$ cat src/cpu_fe_pkg.sv
package cpu_fe_pkg;

  ///////////////////////////////
  // Widths
  ///////////////////////////////
  localparam int word_w = 16;  // Machine word, address and data
  localparam int op_w   = 4;   // Opcode field
  localparam int reg_w  = 4;   // Register specifier
  localparam int cond_w = 3;   // Branch condition mask, matches flags
  localparam int off_w  = 9;   // Signed branch offset

  typedef logic [word_w-1:0] word_t;
  typedef logic [1:0]        pred_t;  // 2-bit saturating counter

  localparam pred_t ctr_init = 2'd1;  // Weakly not taken

  ///////////////////////////////
  // Opcodes
  ///////////////////////////////
  localparam logic [op_w-1:0] op_nop = 4'd0;
  localparam logic [op_w-1:0] op_add = 4'd1;
  localparam logic [op_w-1:0] op_sub = 4'd2;
  localparam logic [op_w-1:0] op_br  = 4'd12;

  // All-zero word, loaded on flush and reset
  localparam word_t nop_word = {op_nop, {(word_w-op_w){1'b0}}};

  // One instruction word, two decodes
  typedef union packed {
    struct packed {
      logic [op_w-1:0]  opcode;
      logic [reg_w-1:0] rd;
      logic [reg_w-1:0] rs;
      logic [reg_w-1:0] rt;
    } alu;
    struct packed {
      logic [op_w-1:0]   opcode;
      logic [cond_w-1:0] cond;    // Taken if any bit matches flags
      logic [off_w-1:0]  offset;  // Relative to PC+1
    } br;
  } inst_u;

endpackage
$ cat src/branch_predictor.sv
`timescale 1ns/1ns

module branch_predictor #(
  parameter int pred_iw = 3
) (
  input  logic              clk,
  input  logic              arst_n,
  // Lookup from fetch
  input  cpu_fe_pkg::word_t look_pc,
  output cpu_fe_pkg::pred_t pred_ctr,
  output logic              pred_hit,
  output cpu_fe_pkg::word_t pred_target,
  // Training from the resolver
  input  logic              upd_en,
  input  cpu_fe_pkg::word_t upd_pc,
  input  logic              upd_taken,
  input  cpu_fe_pkg::word_t upd_target
);
  import cpu_fe_pkg::*;

  localparam int entries = 2**pred_iw;
  localparam int tag_w   = word_w - pred_iw;  // PC bits above the index

  pred_t              ctr_tbl [entries];  // Direction counters
  logic [entries-1:0] btb_vld;
  logic [tag_w-1:0]   btb_tag [entries];
  word_t              btb_tgt [entries];

  logic [pred_iw-1:0] look_idx;
  logic [tag_w-1:0]   look_tag;
  logic [pred_iw-1:0] upd_idx;
  logic [tag_w-1:0]   upd_tag;
  pred_t              upd_ctr;  // Counter being trained

  ///////////////////////////////
  // Lookup
  ///////////////////////////////
  assign look_idx = look_pc[pred_iw-1:0];
  assign look_tag = look_pc[word_w-1:pred_iw];

  assign pred_ctr    = ctr_tbl[look_idx];  // Counter read even on BTB miss
  assign pred_hit    = btb_vld[look_idx] && (btb_tag[look_idx] == look_tag);
  assign pred_target = pred_hit ? btb_tgt[look_idx] : '0;

  ///////////////////////////////
  // Update
  ///////////////////////////////
  assign upd_idx = upd_pc[pred_iw-1:0];
  assign upd_tag = upd_pc[word_w-1:pred_iw];
  assign upd_ctr = ctr_tbl[upd_idx];

  always_ff @(posedge clk or negedge arst_n) begin
    if (!arst_n) begin
      for (int i = 0; i < entries; i++) begin
        ctr_tbl[i] <= ctr_init;
      end
      btb_vld <= '0;
    end else if (upd_en) begin
      // One step toward the outcome, saturating at both ends
      if (upd_taken && (upd_ctr != 2'd3)) begin
        ctr_tbl[upd_idx] <= upd_ctr + 2'd1;
      end else if (!upd_taken && (upd_ctr != 2'd0)) begin
        ctr_tbl[upd_idx] <= upd_ctr - 2'd1;
      end
      if (upd_taken) begin
        btb_vld[upd_idx] <= 1'b1;  // Entry becomes live on first taken
      end
    end
  end

  // Tag and target only matter once the valid bit is set
  always_ff @(posedge clk) begin
    if (upd_en && upd_taken) begin
      btb_tag[upd_idx] <= upd_tag;
      btb_tgt[upd_idx] <= upd_target;
    end
  end

  // An unknown update PC would corrupt an unknown table entry
  a_upd_pc_known: assert property (
    @(posedge clk) disable iff (!arst_n)
    upd_en |-> !$isunknown(upd_pc)
  ) else $error("branch_predictor: update with unknown pc");

endmodule

$ cat config.mk
export PLATFORM = sky130hd
export DESIGN_NAME = branch_predictor
export DESIGN_NICKNAME = d
export VERILOG_FILES = /design/src/cpu_fe_pkg.sv /design/src/branch_predictor.sv
export SDC_FILE = /design/constraint.sdc
export NUM_CORES = 1
export LEC_CHECK = 0
export ABC_AREA = 1
export BUFFER_PORTS_ARGS = -buffer_cell sky130_fd_sc_hd__buf_2
export CORE_MARGIN = 2
export CORE_UTILIZATION = 35
export DETAILED_ROUTE_END_ITERATION = 10
export PLACE_DENSITY = 0.55
export SLEW_MARGIN = 0
export SYNTH_ARGS = -nofsm -noshare
export SYNTH_HDL_FRONTEND = slang
export SYNTH_SLANG_ARGS = --single-unit
$ cat constraint.sdc
create_clock -name clk -period 2 [get_ports clk]
set_input_delay 0.1 -clock clk [delete_from_list [all_inputs] [get_ports clk]]
set_output_delay 0.1 -clock clk [all_outputs]
set_load 0.005 [all_outputs]
* Yosys cells after proc, flatten, opt, wreduce, memory -nomap -nowiden
Memory sizes are Yosys's and may differ from the RTL's.
Cells that the tools add are included.
** Word-level totals
- Logic and storage cells :: 54
- Bits of input ports :: 52
- Output and inout port bits :: 19
- RAM bits :: 232
- Register bits :: 24
- Bits in latches :: 0
- Memories :: 2
- ROM bits :: 0
** Memory list
- btb_tgt :: depth 8, width 16, rd ports 1, clocked after Yosys merged registers in 0, write ports 1, line branch_predictor.sv:27 : word_t btb_tgt [entries];
- btb_tag :: depth 8, width 13, rd ports 1, clocked after Yosys merged registers in 0, write ports 1, line branch_predictor.sv:26 : logic [tag_w-1:0] btb_tag [entries];
** Cells by class
- Div/mod/pow operators :: 0
- Bitwise logic cells :: 3
- Add/sub/neg operators :: 2
- Reductions and logical operators :: 11
- Magnitude comparators :: 6
- Equal/unequal tests :: 2
- Shift operators :: 0
- Multipliers :: 0
- Mux-type cells :: 19
** Operators with widths (number)
- 16-bit two-way mux :: 3
- 16-bit bitwise mux :: 2
- 13-bit equality test :: 1
- 2-bit binary-select mux with 3-bit select :: 2
- 2-bit two-way mux :: 5
- 4-bit greater-or-equal comparator, second input constant :: 2
- 3-bit by 4-bit < comparator with 1-bit output, second input constant :: 2
- 3-bit NOT with 4-bit output :: 2
- 8-bit bitwise OR :: 1
- 2-bit demux with 3-bit select :: 1
- 1-bit logical AND :: 6
- 4-bit by 1-bit < comparator with 1-bit output, second input constant :: 1
- 1-bit two-way mux :: 4
- 2-bit AND reduction :: 2
- 2-bit nonzero test :: 2
- 1-bit binary-select mux with 3-bit select :: 1
- 1-bit demux with 3-bit select :: 1
- 3-bit by 1-bit greater-or-equal comparator with 1-bit output, second input constant :: 1
- 2-bit by 1-bit adder with 2-bit output, second input constant :: 1
- 2-bit inequality test, second input constant :: 1
- 2-bit by 1-bit subtractor with 2-bit output, second input constant :: 1
- 1-bit zero test :: 1

* Logic depth before layout (Yosys ltp)
Gate-level depths: netlist of the first run.
- Depth in word-level cells :: 8
- Mapped depth :: 16
- Depth with buffers taken out :: 14

* Worst setup path after synthesis of the first run
Ideal clock, no wire load.
- Path kind :: in2reg
- From :: input port upd_pc[0]
- To :: memory btb_tag[5][0] (netlist name) (enable)
- Arrival time :: 1.749 ns
- Slack :: -0.165 ns
- Data required time :: 1.584 ns
- Path buffers :: 0
- Setup time :: 0.416 ns
- Stages :: 4
- Cell sequence :: inv_1 nor3_1 inv_1 nor2_1
** RTL lines
- start, declared :: line branch_predictor.sv:15 : input cpu_fe_pkg::word_t upd_pc,
- end, declared :: line branch_predictor.sv:26
No word-level cell before the write port.

* Worst setup path in the final report of the first run
- From :: memory btb_tag[0][6] (netlist name)
- To :: output port pred_target[14]
** On the way
- Longest elaborated chain between the ends :: 4
** RTL lines
- memory 8 x 13 bit
- 13-bit equality test :: line branch_predictor.sv:42 : assign pred_hit = btb_vld[look_idx] && (btb_tag[look_idx] == look_tag);
- 1-bit logical AND :: line branch_predictor.sv:42
- 16-bit two-way mux :: line branch_predictor.sv:43 : assign pred_target = pred_hit ? btb_tgt[look_idx] : '0;
- end, declared :: line branch_predictor.sv:12 : output cpu_fe_pkg::word_t pred_target,
No other way between the ends.

==> flow_summary.yaml, run 1 <==
status:
  status: "finished, violations left"
  violations: "negative setup slack"
worst_setup_path:
  cp_max_fo: 7
  crit_type: "reg -> out"
  worstSetupEndpointType: "output pin"
  critPathLaunchType: "flip-flop"
  cp_slowest_cell: "edfxtp_1"
  cpPeakStageDelay_ns: 0.35
  required_ns: 1.90
  worstPathCellList: "nor2_1, nor2_1, nand2_1, nand3_2, nand3b_1, nand2_2, nor2_2, nand2_2, nor2_4, nand2_4, buf_12, nor2_4, buf_2"
  arrival_ns: 2.22
route:
  postRouteAntennaNets: 0
  wl_per_cell_um: 17.21
  vias: 7474
  drc: 0
  first_iter_violations: 467
  vias_per_cell: 4.872
  wl_mm: 26.41
  firstDrtPassIters: 5
finish:
  final_area_um2: 13660
  finalNetCount: 1172
  syn_to_final_growth_pct: 25.98
  drive_gt1_frac: 0.2348
  fillers: 2829
  stdcell_count: 1534
  regArea_um2: 7577
  multiInputGateArea_um2: 3062
logic_synthesis:
  synth_edf_count: 232
  synth-seq-area-share: 0.6989
  yosys_warnings: 0
  yosys-top-cells-area: "edfxtp_1 64%, nand2_1 6.3%, nor2_1 4.3%"
  syn_inst: 977
  netlist_area_um2: 10840
  syn_avg_cell_area_um2: 11.10
  async_flop_share: 0.09375
  synth_cell_type_count: 30
  synth_commonest_cells: "232 x edfxtp_1, 182 x nand2_1, 123 x nor2_1"
  syn_nets: 1031
  yosys_register_bits: 256
  synth_top_area_cell: "edfxtp_1"
  yosysMostFrequentCell: "edfxtp_1"
  ys.flop_type: "edfxtp_1"
  yosysTopAreaCellShare: 0.6426
clock_tree:
  clock_path_buffers: 3
  cts_made_buffers: 27
  cts_root_buffer: "clkbuf_16"
  clock_latency_ns: 0.53
  cts_sinks: 256
  clk_pin_slew_ns: 0.06
  cts_tree: "built"
  htreeDepth: 1
die:
  die_w_um: 180
  core-area_um2: 30510
  dieArea_um2: 32400
  core.rowCount: 64
  io_pins: 71
  start_util: 0.3554
  die_h_um: 180
grt:
  grt_pass1_wl_mm: 41.48
  antenna_found_initial: 1
  grt_max_degree: 47
  grt_usage: 0.1627
  grt_pass1_vias: 7422
  overflow: 0
power_and_ir_drop:
  pwr_density_cell_nw_per_um2: 928.5
  power_mw: 12.68
  ir_drop_mv: 0.6777
  p_leak_nw: 5.245
place:
  gp_congestion: 0.7742
  portBuffers: 70
  hpwlAfterDp_mm: 14.98
  postPlaceCellArea_um2: 12130
  dp_cells: 1450
timing:
  worst_slew_pin_slew_ns: 0.5609
  relSlewSlack: 0.6261
  hold_violations: 0
  layout_setup_ws_ns: -0.3157
  holdWs_ns: 0.07283
  fin_crit_ns: 2.316
  clock_skew_ns: 0.007352
  rsz0062_at_grt: "yes"
  fin_tns_setup_ns: -4.537
  finalSetupViolCount: 17
  slew_violations: 0
  clock.fmax_ghz: 0.4318
  fin_crit_sh: 1.158
run:
  cap_violations: 0
min_path:
  hold_path.class: "in -> reg"
==> kinds of logic (layout without fill, tap and decap cells) <==
kind of cell / after synthesis / in the layout / synth area share
AO/OA/AOI/OAI: 155 / 155 / 0.08009
XOR/XNOR: 1 / 1 / 0.0008080
flip-flops: 256 / 256 / 0.6989
adder cells (fa/ha/maj): 2 / 2 / 0.002308
multiplexers: 1 / 1 / 0.001039
AND/OR/NAND/NOR: 414 / 414 / 0.1610
buffers and inverters: 148 / 308 / 0.05586
other: 0 / 1 / 0
==> worst max-delay path: cells and delay by family, from the launching register on <==
| family | cells | cell delay [ns] |
|---|---|---|
| simple gates | 11 | 1.02 |
| flops | 1 | 0.35 |
| buf+inv | 2 | 0.31 |
==> registers in the layout (all words and copies together) (netlist names), named ones only <==
name	flops
ctr_tbl	8
btb_tag	104
btb_tgt	128
btb_vld	8
==> what timing repair did <==
action,in CTS,in global routing
gates resized for setup,43,71
setup endpoints to repair,31,34
hold endpoints to repair,256,0
hold buffers,30,0
setup buffers,0,5
gates cloned,1,0
pin swaps,13,28
==> cells in the final DEF, fill, tap and decap left out, types with 8 or more instances in the layout <==
master and instances:
inv_2 9, inv_1 88, nand2_2 11, nor2_4 31, edfxtp_1 232, o221ai_1 16, dfrtp_1 16, buf_12 15
o22ai_1 18, or2_2 9, a21oi_1 11, o21ai_0 78, clkbuf_16 27, nand2_1 168, nand3_2 12, dlygate4sd3_1 30
nand3b_1 11, nand3_1 62, buf_2 69, buf_4 40, nor2_1 96, clkbuf_1 11, dfstp_2 8, o21ai_1 21
==> cell type report <==
cell class | instances | area share
clock buffers | 42 | 0.05652
multi-input cells | 573 | 0.2242
inverters | 99 | 0.02730
well taps | 396 | 0.03628
repair buffers | 161 | 0.09848
flip-flops and latches | 256 | 0.5548
clock inverters | 6 | 0.002290
diodes | 1 | 0.0001832
==> routing by layer <==
metal / part of all wire / wire length [um] / global-route usage
met1: 0.46 / 12080 / 0.2208
met2: 0.48 / 12750 / 0.2751
met3: 0.038 / 1006 / 0.02350
met4: 0.022 / 572 / 0.04163
met5: 0 / 0 / 0
==> metrics by stage <==
step	util	worst slack [ns]
2_1_floorplan	-	-0.02729
3_3_place_gp	0.3975	-0.05192
3_5_place_dp	0.3975	-0.1212
4_1_cts	0.4397	-0.3550
5_1_grt	0.4477	-0.4502
6_report	0.4477	-0.3157
==> worst paths after layout <==
| kind | start | to | slack, ns | depth (start not counted) |
|---|---|---|---|---|
| max in group asynchronous | arst_n | async pin | 1.51 | 2 |
| worst max register to register | flip-flop | ctr_tbl[1]$_DFFE_PN0P_ | 0.02 | 11 |
| worst min-delay path | upd_en | flip-flop | 0.07 | 5 |
| worst max-delay path | btb_tag[0][6]$_DFFE_PP_ | pred_target[14] | -0.32 | 13 |
| min in group asynchronous | arst_n | ctr_tbl[1]$_DFFE_PN0P_ | 0.10 | 2 |
| worst min register to register | btb_vld[7]$_DFFE_PN0P_ | btb_vld[7]$_DFFE_PN0P_ | 0.46 | 1 |
==> power by group <==
group	total (mW)	internal, mW	switching, mW
clock	4.57	2.63	1.93
sequential	6.33	6.18	0.147
combinational	1.79	0.757	1.03
No activity file was read; power rests on OpenSTA's default activity.
==> run 2, diff against run 1 <==
Settings changed: TNS_END_PERCENT from default to 50.
==> run 2 against run 1 <==
Effect of this change: the run still ends with negative setup slack left; clock skew is 0.0036 ns higher; sequential share of layout area up 0.94 points; global-route usage fell by 0.25 points; combinational power shrank 12%; critical endpoint unchanged; largest power group unchanged.
==> flow_summary.yaml, run 2 (synthesis results as in run 1) <==
timing:
  layout_setup_ws_ns: -0.2707
  clock.fmax_ghz: 0.4404
  hold_violations: 0
  slew_violations: 0
  rsz0062_at_grt: "yes"
  fin_crit_sh: 1.135
  fin_tns_setup_ns: -4.076
  relSlewSlack: 0.5879
  fin_crit_ns: 2.271
  worst_slew_pin_slew_ns: 0.6182
  finalSetupViolCount: 17
  clock_skew_ns: 0.01093
die:
  io_pins: 71
  start_util: 0.3554
  die_w_um: 180
  core-area_um2: 30510
  dieArea_um2: 32400
  core.rowCount: 64
  die_h_um: 180
route:
  vias: 7420
  firstDrtPassIters: 5
  vias_per_cell: 4.843
  postRouteAntennaNets: 0
  wl_mm: 26.16
  wl_per_cell_um: 17.08
  drc: 0
  first_iter_violations: 512
status:
  status: "finished, violations left"
  violations: "negative setup slack"
worst_setup_path:
  arrival_ns: 2.17
  critPathLaunchType: "flip-flop"
  crit_path_start: "btb_tag[2][4]$_DFFE_PP_"
  required_ns: 1.90
  worstSetupEndpointType: "output pin"
  reg2reg_to: "ctr_tbl[1]$_DFFE_PN0P_"
  ff2ff_setup_slack_ns: 0.01
  crit_type: "reg -> out"
  reg2regPathDepth: 11
  worstSetupEndpoint: "pred_target[14]"
  cp_max_fo: 17
  r2r_start: "ctr_tbl[9]$_DFFE_PN0P_"
grt:
  grt_pass1_wl_mm: 41.23
  antenna_found_initial: 0
  grt_pass1_vias: 7330
  grt_usage: 0.1603
  grt_max_degree: 57
  overflow: 0
place:
  dp_worst_setup_slack_ns: -0.1050
  gp_congestion: 0.7875
  portBuffers: 70
  hpwlAfterDp_mm: 14.95
  postPlaceCellArea_um2: 12080
finish:
  fillers: 2833
  largest_reg_flops: 128
  final_area_um2: 13430
  final_util: 0.4402
  mostFrequentLayoutCells: "232 x edfxtp_1, 180 x nand2_1, 101 x nor2_1"
  finalNetCount: 1168
  regMostFlops: "btb_tgt"
  syn_to_final_growth_pct: 23.88
  drive_gt1_frac: 0.2026
  final_common_cell: "edfxtp_1"
  largestRegisters: "btb_tgt x128, btb_tag x104"
power_and_ir_drop:
  ir_drop_mv: 0.6600
  pwr_density_cell_nw_per_um2: 957.2
  p_leak_nw: 5.169
run:
  cap_violations: 0
clock_tree:
  clock_path_buffers: 3
  cts_sinks: 256
  clk_pin_slew_ns: 0.06
  cts_tree: "built"
  cts_made_buffers: 28
  cts_root_buffer: "clkbuf_16"
  htreeDepth: 1
  cts_setup_buffers: 0
  clock_latency_ns: 0.54
min_path:
  hold_path.class: "in -> reg"
## run 2: cell types whose count changed in the layout (fill, tap and decap cells not counted), sizes merged
cell	previous run	this run
clkinv	6	16
inv	99	97
clkbuf	42	33
buf	131	126
bufinv	0	3
clkinvlp	0	1
## run 2: worst min path at each step
| stage | startpoint | end | slack [ns] | cells past startpoint |
|---|---|---|---|---|
| 2_1_floorplan | arst_n | btb_vld[0]$_DFFE_PN0P_ | -0.20 | 0 |
| 3_3_place_gp | arst_n | ctr_tbl[9]$_DFFE_PN0P_ | 0.13 | 1 |
| 3_5_place_dp | arst_n | ctr_tbl[1]$_DFFE_PN0P_ | 0.14 | 1 |
| 4_1_cts | upd_en | ctr_tbl[1]$_DFFE_PN0P_ | 0.03 | 4 |
| 5_1_grt | upd_en | ctr_tbl[1]$_DFFE_PN0P_ | 0.09 | 4 |
| 6_report | upd_en | ctr_tbl[1]$_DFFE_PN0P_ | 0.08 | 4 |
## run 2: final cells by class
class	instances	area, um2	area share
diodes	1	2.502	0.0001863
inverters	99	372.9	0.02776
clock buffers	33	719.4	0.05357
multi-input cells	573	2865	0.2133
flip-flops and latches	256	7577	0.5642
well taps	396	495.5	0.03689
clock inverters	18	175.2	0.01304
repair buffers	156	1222	0.09102
## run 2: per-stage QoR
stage / power (mW) / hold WS (ns) / std cells
2_1_floorplan: 7.126 / -0.1956 / 977
3_3_place_gp: 7.785 / 0.1296 / 1450
3_5_place_dp: 7.788 / 0.1372 / 1450
4_1_cts: 12.85 / 0.03366 / 1531
5_1_grt: 13.39 / 0.08681 / 1531
6_report: 12.86 / 0.07673 / 1532
## run 2: layer usage
metal / vias to the layer above / track usage / wire length [um]
li1: 3641 / - / -
met1: 3588 / 0.2215 / 12350
met2: 150 / 0.2677 / 12250
met3: 41 / 0.02330 / 1066
met4: 0 / 0.03740 / 492
met5: - / 0 / 0
## run 2: worst max-delay path, cell delays in order, from the launching register on
cell	delay [ns]
edfxtp_1	0.37
inv_1	0.06
nand2_1	0.05
nand3_1	0.09
nand3_2	0.09
nand3b_1	0.09
nand2_1	0.07
nor2_1	0.10
nand2_1	0.08
nor2_1	0.11
nand2_2	0.11
buf_12	0.18
nor2_4	0.12
buf_2	0.12
## run 2: power by group
group | switching (mW) | leakage (nW) | internal, mW | total [mW]
Clock | 2.02 | 0.437 | 2.95 | 4.98
Combinational | 0.922 | 2.37 | 0.661 | 1.58
Sequential | 0.120 | 2.36 | 6.18 | 6.30
Total | 3.07 | 5.17 | 9.79 | 12.9
## run 2: repair_timing
| item | 4_1_cts | 5_1_grt |
|---|---|---|
| setup endpoints to repair | 27 | 34 |
| resized for setup | 18 | 21 |
| hold buffers | 30 | 0 |
| pin swaps | 1 | 1 |
| hold endpoints to repair | 256 | 0 |
